===== src/design/bus_pkg.sv =====
`default_nettype none

package bus_pkg;

	// Master and slave buses both move one byte per transfer
	localparam int data_width = 8;

	// Target address carried with every master frame
	typedef logic [7:0] bus_addr_t;

	// Nodes sharing the slave bus
	localparam int node_count = 2;

endpackage

`default_nettype wire


===== src/design/frame_echo.sv =====
`timescale 1ns/1ps
`default_nettype none

module frame_echo import bus_pkg::*; (
	input  logic                  clk,
	input  logic                  rst,
	input  logic [data_width-1:0] in_frame_data,
	input  logic                  in_frame_data_valid,
	input  logic                  in_frame_valid,
	output logic                  in_frame_data_latch,
	output logic [data_width-1:0] out_frame_data,
	output logic                  out_frame_data_latch,
	output logic                  out_frame_valid
);
	logic take;

	// With a FIFO behind it this pops every cycle of a stored frame,
	// with a raw stream it follows the master data strobe
	assign take                = in_frame_valid && in_frame_data_valid;
	assign in_frame_data_latch = take;

	always_ff @(posedge clk) begin
		if (take) begin
			out_frame_data <= in_frame_data;
		end
	end

	always_ff @(posedge clk) begin
		if (rst) begin
			out_frame_data_latch <= 1'b0;
			out_frame_valid      <= 1'b0;
		end else begin
			out_frame_data_latch <= take;
			// Reply frame lags the input frame by one cycle
			out_frame_valid      <= in_frame_valid;
		end
	end

endmodule

`default_nettype wire


===== config.mk =====
export PLATFORM = sky130hd
export DESIGN_NAME = frame_echo
export DESIGN_NICKNAME = d
export VERILOG_FILES = /design/src/design/bus_pkg.sv /design/src/design/frame_echo.sv
export SDC_FILE = /design/constraint.sdc
export NUM_CORES = 1
export LEC_CHECK = 0
export BUFFER_PORTS_ARGS = -buffer_cell sky130_fd_sc_hd__buf_4
export CORE_AREA = 3 3 40 42
export CTS_CLUSTER_DIAMETER = 30
export DETAILED_ROUTE_END_ITERATION = 10
export DIE_AREA = 0 0 43 45
export PLACE_DENSITY = 0.53
export RECOVER_POWER = 50
export SLEW_MARGIN = 0
export SYNTH_ARGS = -nofsm -noshare
export SYNTH_HDL_FRONTEND = slang
export SYNTH_SLANG_ARGS = --single-unit

===== constraint.sdc =====
create_clock -name clk -period 0.8 [get_ports clk]
set_input_delay 0.04 -clock clk [delete_from_list [all_inputs] [get_ports clk]]
set_output_delay 0.04 -clock clk [all_outputs]
set_load 0.01 [all_outputs]

Word-level counts from Yosys, hierarchy flattened
Index checks and enable logic that the tools add are counted.
- reductions and logical operators: 1
- operators by type and width (cell ; number):
    $logic_and A1 B1 Y1 ; 1
- bits in registers: 10
- input bits: 12
- output and inout port bits: 11
- logic and storage cells: 4

Depth between registers and ports, before layout
- depth in word-level cells: 1
- depth in mapped cells: 1
- depth with buffers taken out: 1

Least setup slack after synthesis
No wires, ideal clock.
- kind: input -> register
- from: in in_frame_valid
- to: reg out_frame_data[0], enable pin
- library setup time: 349 ps
- data arrival time: 369 ps
- required time: 451 ps
- slack: 83 ps
- cell stages on the path: 1
- path buffers: 0
- cells stage by stage: and2_1
- word-level cells in the longest chain between the ends: 1
- ends and longest elaborated chain (item ; line ; text):
    start: declaration ; frame_echo.sv:9 ; input logic in_frame_valid,
    $logic_and A1 B1 Y1 ; frame_echo.sv:19 ; assign take = in_frame_valid && in_frame_data_valid;
    end signal: assignment ; frame_echo.sv:24 ; out_frame_data <= in_frame_data;
    end: declaration ; frame_echo.sv:11 ; output logic [data_width-1:0] out_frame_data,
No other way between the ends.
A chain may end at the register's enable or synchronous reset.

Worst setup path after layout
- from: reg out_frame_data[3]
- to: out out_frame_data[3]
No word-level cell between the ends.

==> metrics.yaml <==
ir_worst_vdd_mv: 0.7124
design_area_sq_um: 640.6
fmaxAchievable_mhz: 1218
core-area_sq_um: 1285
synth_cells: 13
total_power_mw: 1.116
final.min_clock_period_ps: 821.0
synth_nets: 25
area_delta_synth_final_pct: 112.4
ys_seq_elements: 10
clockBufferDepth: 2
overflow: 0
status: "finished with violations"
post-route-util: 0.4985
crit_fanout: 1
grt_max_degree: 10
slowest_stage: "edfxtp_1"
cp_top_family: "flip-flops"
routabilityCongestion: 0.7110
synth_xor_area_frac: 0
row_count: 13
die_h_microns: 45
synth.cell_area_sq_um: 301.5
setup.worst_path.end_class: "primary output"
io_buffers: 22
cts_tree: "done"
die_area_sq_um: 1935
fin_tns_setup_ps: -62.10
final_common_cell: "buf_4"
violations: "negative setup slack"
pre_cts_slack_ps: 61.83
synth_top_family_by_area: "simple AND/OR/NAND/NOR gates"
startpoint_type: "flop"
synth-compound-area-share: 0
finalHoldViolCount: 0
cp.required_ps: 760
rsz0062_at_grt: "true"
critPathKind: "flop to primary output"
grt_usage: 0.07367
cts_root_buf: "clkbuf_4"
hold_ws_ps: 44.03
slowest_delay_ps: 390
clk_pin_slew_ps: 60
synth_area_per_cell_sq_um: 23.20
worstPathCellList: "buf_6"
period_share: 1.026
cp_data_arrival_time_ps: 780
ys_seq_area_frac: 0.9295
first_pass_iters: 1
ant_nets: 0
hp-class: "input port to flop"
yosys_warnings: 0
routed_wl_microns: 649
tightest_slew_ps: 169.2
dr_total_vias: 240
clkSinkCount: 10
antenna_found_initial: 0
worst_slack_ps: -20.97
antenna_cells: 0
power_leakage_nw: 0.2748
drive_gt1_frac: 0.5102
start_util: 0.2347
grt_pass1_vias: 251
wl_per_cell_microns: 10.14
via_per_inst: 3.750
final_nets: 62
route.detailed.drc: 0
synth_mux_area_frac: 0
maxCapViolCount: 0
yosys.area_share.simple: 0.07054
drt_first_iter_violations: 0
place_area_sq_um: 505.5
setup-violations-final: 7
grt_pass1_wl_microns: 986
io_pins: 23
synth_fa_ha_area_frac: 0
h-tree-depth: 1
p_per_area_nw_per_um2: 1743
final_cell_mix: "13 x buf_4, 9 x dlygate4sd3_1, 8 x edfxtp_1"
dp.cells: 51
max-slew-margin-rel: 0.8871
finalMaxSlewViolations: 0
cts_inserted_buffers: 3
final_cells: 64
crit_buf_inv: 1
dieWidth_microns: 43
netlist-cell-type-count: 5
[state kept, by name, indices dropped and copies added (netlist names)]
signal / count
out_frame_data_latch: 1
out_frame_data: 8
out_frame_valid: 1
[cells by family after synthesis]
kind of cell     Yosys count
DFF                       10
and+or+nand+nor            3
[final cells by class]
type                    count  area, sq um
clock buffers               3        22.52
fillers                   118        644.4
well taps                  15        18.77
flip-flops and latches     10        280.3
multi-input cells           3        21.27
repair buffers             32        294.0
clock inverters             1        3.754
[layer usage]
layer  share of wire  global-route usage  vias to the layer above
li1                -                   -                      121
met1            0.44             0.08861                       99
met2            0.42              0.1078                       20
met3            0.14             0.02789                        0
met4               0             0.05422                        0
met5               0                   0                        -
[Yosys cell counts, drive strengths merged]
cell type,n,share of area
and2,1,0.021
dfxtp,2,0.13
nor2b,1,0.021
edfxtp,8,0.80
and3b,1,0.029
[final timing paths]
path	slack [ps]	cells past startpoint	endpoint	from
worst min-delay path	40	2	out_frame_data_latch	in_frame_data_valid
worst max-delay path	-20	1	out_frame_data[3]	out_frame_data[3]
[what timing repair did]
action / in CTS / in global routing
buffers inserted: 0 / 0
hold buffers: 9 / 0
endpoints found under the setup margin: 8 / 8
endpoints found under the hold margin: 9 / 0
cloned: 0 / 0
resized for setup: 3 / 3
[report_power, final]
| part | internal (mW) | switching, mW |
|---|---|---|
| registers | 0.598 | 0.0116 |
| clock network | 0.179 | 0.151 |
| logic | 0.123 | 0.0545 |
| total | 0.900 | 0.217 |
No activity file was read; power rests on OpenSTA's default activity.
