### src/design/bus_pkg.sv
`default_nettype none

package bus_pkg;

	// Master and slave buses both move one byte per transfer
	localparam int data_width = 8;

	// Target address carried with every master frame
	typedef logic [7:0] bus_addr_t;

	// Nodes sharing the slave bus
	localparam int node_count = 2;

endpackage

`default_nettype wire

### src/design/msg_pkg.sv
`default_nettype none

package msg_pkg;

	// Length byte sent ahead of each reply, payload bytes only
	typedef logic [7:0] frame_len_t;

	// Longest legal payload
	localparam int max_frame_bytes = 16;

	// Byte depths of the node FIFOs
	localparam int in_fifo_depth = 8;
	localparam int out_fifo_depth = 32;

endpackage

`default_nettype wire

### src/design/slave_arbiter.sv
`timescale 1ns/1ps
`default_nettype none

module slave_arbiter import bus_pkg::*, msg_pkg::*; (
	input  logic                  clk,
	input  logic                  rst,
	input  logic [node_count-1:0] sl_arb_request,
	output logic [node_count-1:0] sl_arb_grant,
	output logic [node_count-1:0] sl_data_latch,
	input  logic [data_width-1:0] sl_data,
	output logic [data_width-1:0] slave_data,
	output logic                  slave_valid,
	output logic                  slave_last,
	input  logic                  slave_ready
);
	localparam int IW = (node_count > 1) ? $clog2(node_count) : 1;

	logic          busy;
	logic          hdr_phase;
	logic [IW-1:0] cur_idx;
	logic [IW-1:0] pick_idx;
	logic          pick_valid;
	frame_len_t    fetch_left;
	logic          take;
	logic          load;

	// Round robin, searching from the node after the last one served
	always_comb begin
		int idx;
		pick_valid = 1'b0;
		pick_idx   = cur_idx;
		for (int i = node_count; i >= 1; i--) begin
			idx = int'(cur_idx) + i;
			if (idx >= node_count) begin
				idx = idx - node_count;
			end
			if (sl_arb_request[idx]) begin
				pick_valid = 1'b1;
				pick_idx   = IW'(idx);
			end
		end
	end

	always_comb begin
		sl_arb_grant = '0;
		if (busy) begin
			sl_arb_grant[cur_idx] = 1'b1;
		end
	end

	assign take          = slave_valid && slave_ready;
	// Pull the next byte only when the output register frees up
	assign load          = busy && (hdr_phase || fetch_left != '0) && (!slave_valid || slave_ready);
	assign sl_data_latch = load ? sl_arb_grant : '0;

	always_ff @(posedge clk) begin
		if (load) begin
			slave_data <= sl_data;
		end
	end

	always_ff @(posedge clk) begin
		if (rst) begin
			busy        <= 1'b0;
			hdr_phase   <= 1'b0;
			cur_idx     <= IW'(node_count - 1);
			fetch_left  <= '0;
			slave_valid <= 1'b0;
			slave_last  <= 1'b0;
		end else begin
			if (load) begin
				slave_valid <= 1'b1;
				if (hdr_phase) begin
					// First byte is the payload count
					hdr_phase  <= 1'b0;
					fetch_left <= frame_len_t'(sl_data);
					slave_last <= (sl_data == '0);
				end else begin
					fetch_left <= fetch_left - 1'b1;
					slave_last <= (fetch_left == frame_len_t'(1));
				end
			end else if (take) begin
				slave_valid <= 1'b0;
				slave_last  <= 1'b0;
			end

			if (busy && take && slave_last) begin
				busy <= 1'b0;
			end
			if (!busy && pick_valid) begin
				busy      <= 1'b1;
				cur_idx   <= pick_idx;
				hdr_phase <= 1'b1;
			end
		end
	end

endmodule

`default_nettype wire

### config.mk
export PLATFORM = sky130hd
export DESIGN_NAME = slave_arbiter
export DESIGN_NICKNAME = d
export VERILOG_FILES = /design/src/design/bus_pkg.sv /design/src/design/msg_pkg.sv /design/src/design/slave_arbiter.sv
export SDC_FILE = /design/constraint.sdc
export NUM_CORES = 1
export LEC_CHECK = 0
export ABC_AREA = 1
export BUFFER_PORTS_ARGS = -buffer_cell sky130_fd_sc_hd__buf_4
export CORE_AREA = 4 4 56 58
export CTS_CLUSTER_DIAMETER = 200
export DETAILED_ROUTE_END_ITERATION = 16
export DIE_AREA = 0 0 60 62
export GPL_TIMING_DRIVEN = 0
export PLACE_DENSITY = 0.78
export SLEW_MARGIN = 20
export SYNTH_ARGS = -nofsm -noshare
export SYNTH_HDL_FRONTEND = slang
export SYNTH_SLANG_ARGS = --single-unit
### constraint.sdc
create_clock -name clk -period 3.2 [get_ports clk]
set_clock_uncertainty 0.2 [all_clocks]
set_input_delay 0.16 -clock clk [delete_from_list [all_inputs] [get_ports clk]]
set_output_delay 0.16 -clock clk [all_outputs]
set_load 0.01 [all_outputs]
Yosys cells after proc, flatten, opt, wreduce, memory -nomap -nowiden
Index checks and enable logic that the tools add are counted.
Word-level totals
  bits in registers: 21
  bits in latches: 0
  memory bits (writable): 0
  memory bits (read-only): 0
  input bits: 13
  output and inout port bits: 14
  logic and storage cells: 62
  memories: 0
Operators by class
  $add $sub $neg: 5
  multiply operators: 0
  divide/modulo/power cells: 0
  order comparisons: 6
  equality and inequality tests: 1
  shift operators: 0
  muxes and demuxes: 25
  bitwise gates (word level): 0
  reductions and logical operators: 18
Operators by type and width (count)
  32-bit by 3-bit < comparator with 1-bit output, second input constant: 2
  32-bit 2-to-1 mux: 2
  1-bit 2-to-1 mux: 19
  8-bit by 1-bit equality test with 1-bit output, second input constant: 1
  8-bit zero test: 1
  8-bit 2-to-1 mux: 1
  2-bit nonzero test: 4
  8-bit nonzero test: 1
  8-bit by 1-bit subtractor with 8-bit output, second input constant: 1
  1-bit logical AND: 7
  2-bit 2-to-1 mux: 2
  3-bit by 2-bit subtractor with 4-bit output, second input constant: 1
  1-bit by 2-bit adder with 3-bit output, second input constant: 1
  3-bit by 2-bit greater-or-equal comparator with 1-bit output, second input constant: 1
  2-bit by 2-bit subtractor with 3-bit output, second input constant: 1
  1-bit by 1-bit adder with 2-bit output, second input constant: 1
  2-bit greater-or-equal comparator, second input constant: 1
  1-bit zero test: 2
  1-bit logical OR: 2
  1-bit by 2-bit < comparator with 1-bit output, second input constant: 1
  2-bit AND reduction: 1
  1-bit demux with 1-bit select: 1
  1-bit greater-or-equal comparator, second input constant: 1

Depth between registers and ports, before layout
Gate-level depths: netlist of run 1.
  depth after elaboration: 10
  depth in mapped cells: 10
  mapped depth without buffers: 10

Worst setup path after synthesis of run 1
OpenSTA, ideal clock, no wires.
  kind: register to register
  start: register fetch_left[0]
  end: register slave_data[0], enable pin
  setup time: 0.315 ns
  arrival: 1.114 ns
  required time: 2.685 ns
  slack: 1.572 ns
  stages on the path, launching flop included: 8
  path buffers: 0
  period minus slack after synthesis: 1.628 ns
  cells stage by stage: dfxtp_1 > inv_1 > ha_1 > nand2_2 > nor2_2 > nand2_2 > nand3_4 > inv_2
On the way
  longest elaborated chain between the ends: 4
Ends and longest elaborated chain
  start: declaration: RTL line slave_arbiter.sv:23  | frame_len_t fetch_left;
  start signal: assignment: RTL line slave_arbiter.sv:76  | fetch_left <= frame_len_t'(sl_data);
  start signal: assignment: RTL line slave_arbiter.sv:79  | fetch_left <= fetch_left - 1'b1;
  8-bit nonzero test: RTL line slave_arbiter.sv:53  | assign load = busy && (hdr_phase || fetch_left != '0) && (!slave_valid || slave_ready);
  1-bit logical OR: RTL line slave_arbiter.sv:53
  1-bit logical AND (2 in series): RTL line slave_arbiter.sv:53
  named net load: RTL line slave_arbiter.sv:25  | logic load;
  end signal: assignment: RTL line slave_arbiter.sv:58  | slave_data <= sl_data;
  end: declaration: RTL line slave_arbiter.sv:11  | output logic [data_width-1:0] slave_data,
The timed path passes the listed nets, and every way through them passes these cells.
A chain may end at the register's enable or synchronous reset.

Worst setup path in the final report of run 1
  start: register fetch_left[0]
  end: output port sl_data_latch[0]
On the way
  longest elaborated chain between the ends: 5
Ends and longest elaborated chain
  8-bit nonzero test: RTL line slave_arbiter.sv:53
  1-bit logical OR: RTL line slave_arbiter.sv:53
  1-bit logical AND (2 in series): RTL line slave_arbiter.sv:53
  2-bit 2-to-1 mux: RTL line slave_arbiter.sv:54  | assign sl_data_latch = load ? sl_arb_grant : '0;
  end: declaration: RTL line slave_arbiter.sv:9  | output logic [node_count-1:0] sl_data_latch,
No other way between the ends.

==> out/metrics.csv, run 1 <==
stage;metric;value;unit
synth;cell area after synthesis;1132;µm²
clock_tree;CTS Buf Count;3;
final_layout;Multi-input gate area;519.2;µm²
pwr;Max IR drop VDD;289.3;µV
final_layout;final std cells w/o fill;214;
setup_path;WS Path Type;reg2out;
clock_tree;worst skew pair latency;300;ps
worst_hold_path;HP Class;in2reg;
pwr;sw power;309.8;µW
synth;Yosys cell types;25;
placement;IO buf count;25;
route;via count;1043;
route;drt total wl;2627;µm
grt;initial antenna violation count;0;
clock_tree;H-tree Lvls;1;
grt;largest net degree at the start of global routing;14;
timing;Max Freq;0.4580;GHz
synth;sequential area share after synthesis;44.20;%
pwr;Clock power frac;15.8;%
clock_tree;clk sinks;21;
final_layout;n_diodes;0;
final_layout;fin nets;200;
pwr;leakage;0.0006665;µW
clock_tree;CTS tree;yes;
synth;Synth area leader;dfxtp_1;
setup_path;Critical Path RT;2840;ps
floorplan;die width;60;µm
floorplan;io pins;27;
final_layout;fillers;265;
timing;RSZ-0062 raised after global routing;no;
final_layout;layout cells sized above 1;26.23;%
grt;total grt overflow;0;
clock_tree;Clock Tree Buf Depth;2;
synth;post-synth top area share;22.98;%
placement;gpl congestion;0.8917;
route;DRT iter0 DRCs;41;
synth;synthesized flop and latch total;21;
placement;DP HPWL;1930;µm
pwr;Int Pwr;514.9;µW
synth;yosys warns;0;
timing;# setup viols final;0;
timing;clock period minus worst slack;2183;ps
flow_run;Max-Cap Viols;0;
route;vias per cell;4.874;
synth;post-synthesis instance total;143;
grt;global-route usage over all layers;15.94;%
run_status;status;complete, no violations;
floorplan;core area;2663;µm²
floorplan;# rows;19;
timing;Worst-Margin Slew;426.2;ps
setup_path;crit path max fanout;10;
setup_path;Arr. time, crit path;1820;ps
pwr;Switching Share;37.57;%
grt;vias in the first global route;1049;
worst_hold_path;Hold Crit Start;rst;
worst_hold_path;worst hold path depth;2;
clock_tree;Reg clk slew, reported paths;120;ps
timing;Slew Limit Fails;0;
setup_path;FF-to-FF Start;fetch_left[0];
setup_path;Worst Setup End Kind;output pin;
clock_tree;post-CTS setup buffer count;0;
clock_tree;CTS resizes;0;
synth;Syn Area/Cell;7.918;µm²
synth;ranking of synthesized cells by area;dfxtp_1, edfxtp_1, nand2_1, nor2_1, inv_1;
pwr;Comb pwr share;41.5;%
final_layout;register area;500.5;µm²
route;DRC violations left;0;
timing;relative slew slack;71.59;%
grt;first-pass GRT wire length;4471;µm
clock_tree;CTS Hold Buffers Added;11;
route;drt pass-1 iters;4;
synth;Net Count, Synth;159;
final_layout;Area Overhead vs Synth;32.04;%
clock_tree;CTS root buffer;clkbuf_4;
setup_path;crit start category;flop;
route;routed length per instance;12.28;µm
floorplan;Die Y;62;µm
pwr;Pwr Density;551.6;nW/µm²
route;Antenna Nets Post-Route;0;
setup_path;Reg2Reg Depth;9;
placement;placed cell count;199;
setup_path;critical path startpoint;fetch_left[0];
timing;setup TNS;0;ps
timing;Hold Fails Final Rpt;0;
floorplan;full die area;3720;µm²
pwr;Flop pwr share;42.7;%
floorplan;initial cell density of the core;42.53;%
timing;crit share post-route;68.23;%
[logic make-up after synthesis]
family | synth area share (%)
DFF | 44.20
AOI/OAI and AO/OA | 14.14
and+or+nand+nor | 28.40
buffers and inverters | 9.944
adders and majority gates | 3.315
[routing by layer]
metal  part of all wire (%)  GRT usage [%]
met5                      0              0
met4                   0.46          4.114
met3                    6.5          3.099
met2                     48          29.32
met1                     45          18.96
[synthesized netlist by cell type (all sizes together)]
cell	n
nor3	1
or2	1
ha	3
edfxtp	8
o21ai	12
o2111ai	1
a31o	1
a21oi	12
nand3	9
nand2	31
nand4	5
nor2	24
inv	18
buf	3
clkbuf	1
dfxtp	13
[worst max-delay path, cell delays in order, from the launching register on]
cell     delay, ps
dfxtp_1        390
inv_1          130
ha_1           230
nand2_2         70
nor2_2          40
nand2_2        100
nand3_4        140
buf_12         190
nor2_1         110
buf_4          130
[power by group through the flow]
stage	Combinational, µW	Sequential, µW	Clock [µW]
2_1_floorplan	233	361	0
3_3_place_gp	323	357	0
6_report	342	352	130
4_1_cts	344	352	135
3_5_place_dp	330	358	0
5_1_grt	388	358	150
[cells in the final DEF (no fill, tap or decap)]
cell type,Yosys,routed
buf_2,1,1
nor2_2,1,1
dfxtp_1,13,13
o2111ai_1,1,1
a31o_2,1,1
nand4_1,5,5
inv_6,1,1
nor2_1,23,23
inv_1,16,16
nand3_1,8,8
o21ai_0,10,10
or2_2,1,1
ha_1,3,3
dlygate4sd3_1,0,11
clkbuf_1,1,2
buf_4,0,25
nor3_1,1,1
clkbuf_4,0,3
nand2_1,26,26
buf_6,1,1
inv_2,1,1
nand3_4,1,1
nand2_2,5,5
a21oi_2,4,4
buf_12,1,1
o21ai_2,2,2
a21oi_1,8,8
edfxtp_1,8,8
[final timing paths]
check	to	slack [ps]
worst max-delay path	sl_data_latch[0]	1020
worst min-delay path	fetch_left[5]	20
worst max register to register	fetch_left[2]	1350
worst min register to register	fetch_left[7]	300
[area by class of cell]
cell class	instances	area share, %
tap	31	2.594
timing repair buffer	36	19.92
sequential	21	33.47
buffer	4	2.678
clock buffer	4	1.757
multi-input combinational	100	34.73
inverter	18	4.854
[sequential cells by signal, summed over array words and instances, names as in the netlist]
name / cells
slave_valid: 1
slave_data: 8
fetch_left: 8
hdr_phase: 1
busy: 1
slave_last: 1
cur_idx: 1
[metrics by stage]
stage,util (%),worst slack [ps],hold slack (ps),instance area [µm²],total power (µW)
2_1_floorplan,-,1572,58.87,1132,593.8
3_3_place_gp,51.03,1406,153.2,1359,680.2
3_5_place_dp,51.03,1365,154.3,1359,688.8
4_1_cts,56.16,1016,34.86,1495,831.1
5_1_grt,56.16,886.8,31.84,1495,895.1
6_report,56.16,1017,24.25,1495,824.7
(Power assumes the default switching activity.)
==> run 2: changes to the inputs <==
--- a/config.mk
+++ b/config.mk
@@ -12,7 +12,7 @@
 export DETAILED_ROUTE_END_ITERATION = 16
 export DIE_AREA = 0 0 60 62
 export GPL_TIMING_DRIVEN = 0
-export PLACE_DENSITY = 0.78
+export PLACE_DENSITY = 0.8
 export SLEW_MARGIN = 20
 export SYNTH_ARGS = -nofsm -noshare
 export SYNTH_HDL_FRONTEND = slang
==> constraint.sdc (replaced) <==
create_clock -name clk -period 2 [get_ports clk]
set_clock_uncertainty 0.2 [all_clocks]
set_input_delay 0.1 -clock clk [delete_from_list [all_inputs] [get_ports clk]]
set_output_delay 0.1 -clock clk [all_outputs]
set_load 0.01 [all_outputs]
==> out/metrics.csv, run 2 (synthesized netlist as in run 1, its figures left out) <==
stage;metric;value;unit;change
grt;initial antenna violation count;0;;unchanged
pwr;Flop pwr share;41.5;%;-1.2 points
pwr;Comb pwr share;43.3;%;+1.8 points
setup_path;crit start category;input port;;
grt;global-route usage over all layers;17.09;%;+1.1 points
floorplan;initial cell density of the core;42.53;%;unchanged
setup_path;FF-to-FF setup slack;210;ps;-1140 ps
pwr;Pwr Density;873.9;nW/µm²;+58%
route;vias per cell;5.018;;+3.0%
placement;gpl congestion;0.8645;;-3.1%
timing;Slew Limit Fails;0;;unchanged
flow_run;Max-Cap Viols;0;;unchanged
grt;largest net degree at the start of global routing;14;;unchanged
final_layout;Top Registers;fetch_left: 8 flops, slave_data: 8 flops;;
setup_path;Arr. time, crit path;1950;ps;+130 ps
clock_tree;worst skew pair latency;310;ps;about the same
route;DRC violations left;0;;unchanged
final_layout;n_diodes;0;;unchanged
route;drt pass-1 iters;4;;unchanged
route;via count;1109;;+6.3%
worst_hold_path;HP Class;reg2reg;;
setup_path;FF-to-FF Start;fetch_left[0];;
final_layout;layout cells sized above 1;30.53;%;+4.3 points
grt;vias in the first global route;1173;;+12%
clock_tree;clk sinks;21;;unchanged
pwr;Max IR drop VDD;594.5;µV;+110%
pwr;Switching Share;37.17;%;-0.39 points
setup_path;crit path max fanout;8;;-2
clock_tree;H-tree Lvls;1;;unchanged
grt;first-pass GRT wire length;4836;µm;+8.2%
timing;Max Freq;0.5275;GHz;
final_layout;fin nets;207;;+3.5%
pwr;Clock power frac;15.2;%;-0.6 points
floorplan;full die area;3720;µm²;unchanged
placement;DP HPWL;2060;µm;+6.7%
timing;RSZ-0062 raised after global routing;no;;
placement;placed cell count;199;;unchanged
timing;setup TNS;0;ps;unchanged
timing;# setup viols final;0;;unchanged
final_layout;commonest non-fill, non-tap cell in the layout;buf_4;;
pwr;leakage;0.0006993;µW;+4.9%
worst_hold_path;Hold Crit Start;fetch_left[1];;
timing;crit share post-route;94.79;%;
floorplan;die width;60;µm;unchanged
final_layout;final std cells w/o fill;221;;+3.3%
floorplan;# rows;19;;unchanged
route;DRT iter0 DRCs;26;;-37%
floorplan;core area;2663;µm²;unchanged
clock_tree;Clock Tree Buf Depth;2;;unchanged
pwr;sw power;508.5;µW;+64%
pwr;Int Pwr;859.4;µW;+67%
final_layout;commonest cells after routing, fill and taps aside;buf_4, nand2_1, nor2_1;;
timing;Hold Fails Final Rpt;0;;unchanged
clock_tree;CTS root buffer;clkbuf_4;;
grt;total grt overflow;0;;unchanged
setup_path;WS Path Type;in2reg;;
floorplan;Die Y;62;µm;unchanged
setup_path;critical path startpoint;rst;;
timing;Worst-Margin Slew;430.4;ps;+4.245 ps
timing;clock period minus worst slack;1896;ps;
setup_path;Critical Path RT;2060;ps;-780 ps
run_status;status;complete, no violations;;
clock_tree;CTS tree;yes;;
clock_tree;Reg clk slew, reported paths;110;ps;about the same
placement;IO buf count;25;;unchanged
setup_path;Worst Setup End Kind;flop;;
clock_tree;CTS Buf Count;3;;unchanged
route;drt total wl;2746;µm;+4.5%
route;Antenna Nets Post-Route;0;;unchanged
floorplan;io pins;27;;unchanged
timing;relative slew slack;71.31;%;-0.28 points
route;routed length per instance;12.43;µm;+1.2%
final_layout;Area Overhead vs Synth;38.23;%;
run 2: changes by cell type in the layout (fill, tap and decap cells not counted), moves of 2 or more:
cell           delta
dfxtp_1           -2
inv_1             -2
buf_4             +4
dfxtp_2           +2
dlygate4sd3_1     +3
run 2: critical path, cell delays in order:
cell and delay [ps]:
dlygate4sd3_1 520, clkbuf_1 350, inv_1 240, o2111ai_1 160
dlygate4sd3_1 580
run 2: layout make-up:
cell class,count,area [µm²]
plain buffers,4,40.04
clock buffers,4,26.28
fillers,257,1097
inverters,18,75.07
multi-input cells,100,524.3
flip-flops and latches,21,503.0
well taps,31,38.79
repair buffers,43,357.8
run 2: power groups by stage:
| stage | registers [µW] | logic (µW) | clock network, µW |
|---|---|---|---|
| 4_1_cts | 566 | 571 | 216 |
| 3_5_place_dp | 576 | 531 | 0 |
| 2_1_floorplan | 577 | 373 | 0 |
| 5_1_grt | 578 | 665 | 243 |
| 6_report | 568 | 592 | 208 |
| 3_3_place_gp | 571 | 519 | 0 |
run 2: metal layers:
metal / GRT usage [%] / part of all wire (%)
met5: 0 / 0
met4: 7.278 / 1.9
met3: 2.893 / 5.9
met2: 31.94 / 50
met1: 19.04 / 42
run 2: repair_timing:
| action | CTS | global route |
|---|---|---|
| endpoints found under the hold margin | 18 | 0 |
| setup endpoints to repair | 2 | 3 |
| hold buffers | 14 | 0 |
| resized for setup | 2 | 5 |
| setup buffers | 2 | 2 |
| pin swaps | 0 | 0 |
run 2: worst paths after layout:
path              cells after the start             to
setup / recovery                      5        cur_idx
hold / removal                        2  fetch_left[1]
setup reg to reg                     10  fetch_left[2]
hold reg to reg                       2  fetch_left[1]
run 2: through the flow:
| step | utilization (%) | worst slack, ps | power, µW | hold WS (ps) | cell area [µm²] |
|---|---|---|---|---|---|
| after floorplan | - | 371.7 | 950.1 | -1.131 | 1132 |
| final | 58.79 | 104.3 | 1368 | 298.5 | 1565 |
| after detailed placement | 51.03 | 161.6 | 1106 | 90.20 | 1359 |
| after global routing | 58.79 | 8.864 | 1487 | 315.4 | 1565 |
| after global placement | 51.03 | 209.2 | 1090 | 92.75 | 1359 |
| after CTS | 57.94 | 19.38 | 1354 | 309.6 | 1543 |
==> run 3: changes to the inputs <==
--- a/config.mk
+++ b/config.mk
@@ -12,7 +12,7 @@
 export DETAILED_ROUTE_END_ITERATION = 16
 export DIE_AREA = 0 0 60 62
 export GPL_TIMING_DRIVEN = 0
-export PLACE_DENSITY = 0.8
+export PLACE_DENSITY = 0.78
 export SLEW_MARGIN = 20
 export SYNTH_ARGS = -nofsm -noshare
 export SYNTH_HDL_FRONTEND = slang
==> constraint.sdc (replaced) <==
create_clock -name clk -period 1.99 [get_ports clk]
set_clock_uncertainty 0.2 [all_clocks]
set_input_delay 0.0995 -clock clk [delete_from_list [all_inputs] [get_ports clk]]
set_output_delay 0.0995 -clock clk [all_outputs]
set_load 0.01 [all_outputs]
==> out/metrics.csv, run 3 (synthesized netlist as in run 1, its figures left out) <==
stage;metric;value;unit;change
floorplan;io pins;27;;unchanged
timing;# setup viols final;0;;unchanged
floorplan;Die Y;62;µm;unchanged
setup_path;Critical Path RT;2040;ps;-20 ps
route;routed length per instance;12.19;µm;-1.9%
setup_path;FF-to-FF Start;fetch_left[0];;
timing;Max Freq;0.5289;GHz;
timing;Worst-Margin Slew;434.5;ps;+4.100 ps
grt;met2 Track Usage GR;29.94;%;-2.0 points
floorplan;full die area;3720;µm²;unchanged
grt;first-pass GRT wire length;4526;µm;-6.4%
route;DRT iter0 DRCs;38;;+46%
floorplan;die width;60;µm;unchanged
placement;IO buf count;25;;unchanged
worst_hold_path;Hold Crit Start;fetch_left[1];;
timing;clock period minus worst slack;1891;ps;
timing;Hold Fails Final Rpt;0;;unchanged
clock_tree;CTS Buf Count;3;;unchanged
timing;Hold Slack;292.0;ps;-6.490 ps
final_layout;Area Overhead vs Synth;37.57;%;
placement;DP HPWL;1930;µm;-6.3%
floorplan;initial cell density of the core;42.53;%;unchanged
clock_tree;Clock Tree Buf Depth;2;;unchanged
grt;largest net degree at the start of global routing;14;;unchanged
run_status;status;complete, no violations;;
clock_tree;Reg clk slew, reported paths;120;ps;about the same
worst_hold_path;HP Class;reg2reg;;
setup_path;WS Path Type;in2reg;;
clock_tree;CTS root buffer;clkbuf_4;;
setup_path;Worst Setup End Kind;flop;;
setup_path;crit path max fanout;8;;unchanged
timing;crit share post-route;95.00;%;
timing;setup TNS;0;ps;unchanged
grt;total grt overflow;0;;unchanged
floorplan;# rows;19;;unchanged
clock_tree;worst skew pair latency;300;ps;about the same
final_layout;layout cells sized above 1;30.53;%;unchanged
final_layout;commonest non-fill, non-tap cell in the layout;buf_4;;
route;drt total wl;2693;µm;-1.9%
pwr;Max IR drop VDD;463.5;µV;-22%
route;vias per cell;4.855;;-3.2%
floorplan;core area;2663;µm²;unchanged
grt;busiest grt layer;met2;;
final_layout;n_diodes;0;;unchanged
route;DRC violations left;0;;unchanged
grt;grt met1 use;18.96;%;-0.072 points
pwr;leakage;0.0006990;µW;about the same
flow_run;Max-Cap Viols;0;;unchanged
final_layout;Top Registers;fetch_left: 8 flops, slave_data: 8 flops;;
route;Antenna Nets Post-Route;0;;unchanged
grt;global-route usage over all layers;16.15;%;-0.93 points
timing;Slew Limit Fails;0;;unchanged
grt;initial antenna violation count;0;;unchanged
clock_tree;clk sinks;21;;unchanged
route;drt pass-1 iters;4;;unchanged
grt;vias in the first global route;1072;;-8.6%
setup_path;crit start category;input port;;
pwr;Pwr Density;885.1;nW/µm²;+1.3%
clock_tree;CTS tree;yes;;
placement;gpl congestion;0.8917;;+3.1%
setup_path;critical path startpoint;rst;;
timing;RSZ-0062 raised after global routing;no;;
route;via count;1073;;-3.2%
grt;met3 usage;3.099;%;+0.21 points
final_layout;fin nets;207;;unchanged
timing;relative slew slack;71.03;%;-0.27 points
final_layout;commonest cells after routing, fill and taps aside;buf_4, nand2_1, nor2_1;;
setup_path;Arr. time, crit path;1950;ps;about the same
clock_tree;H-tree Lvls;1;;unchanged
-- run 3: worst paths after layout --
check                           cells past startpoint  slack (ps)            end
worst max-delay path                                5         100        cur_idx
worst min-delay path                                2         290  fetch_left[1]
worst max register to register                     10         210  fetch_left[2]
worst min register to register                      2         290  fetch_left[1]
-- run 3: what timing repair did --
action,4_1_cts,5_1_grt
cloned,0,0
setup buffers,2,3
setup endpoints to repair,2,3
hold endpoints to repair,18,0
resized for setup,1,4
hold buffers,13,0
-- run 3: final cells by class --
| class | instances | area, µm² |
|---|---|---|
| flip-flops and latches | 21 | 503.0 |
| repair buffers | 43 | 355.3 |
| multi-input cells | 100 | 521.8 |
| plain buffers | 4 | 40.04 |
| fillers | 254 | 1105 |
| inverters | 18 | 72.57 |
| clock buffers | 4 | 26.28 |
| well taps | 31 | 38.79 |
-- run 3: stage by stage --
step | instances | total power (µW) | setup WS [ps] | area (µm²) | utilization [%]
5_1_grt | 221 | 1497 | 4.738 | 1558 | 58.51
6_report | 221 | 1379 | 99.43 | 1558 | 58.51
3_5_place_dp | 199 | 1108 | 155.3 | 1359 | 51.03
4_1_cts | 218 | 1353 | 15.44 | 1531 | 57.52
3_3_place_gp | 199 | 1094 | 201.6 | 1359 | 51.03
2_1_floorplan | 143 | 954.8 | 361.7 | 1132 | -
-- run 3: layer usage --
layer / vias to the layer above / share of wire, %
met1: 469 / 44
met3: 2 / 7.1
met4: 0 / 0.45
met2: 41 / 49
met5: - / 0
li1: 561 / -
-- run 3: power by group --
group          total, µW  switching [µW]  internal, µW
clock                208             130          78.1
combinational        604             332           271
sequential           567            46.1           520
-- run 3: worst max-delay path, cell delays in order --
cell and delay (ps):
dlygate4sd3_1 520, clkbuf_1 350, inv_1 250, o2111ai_1 150
dlygate4sd3_1 560
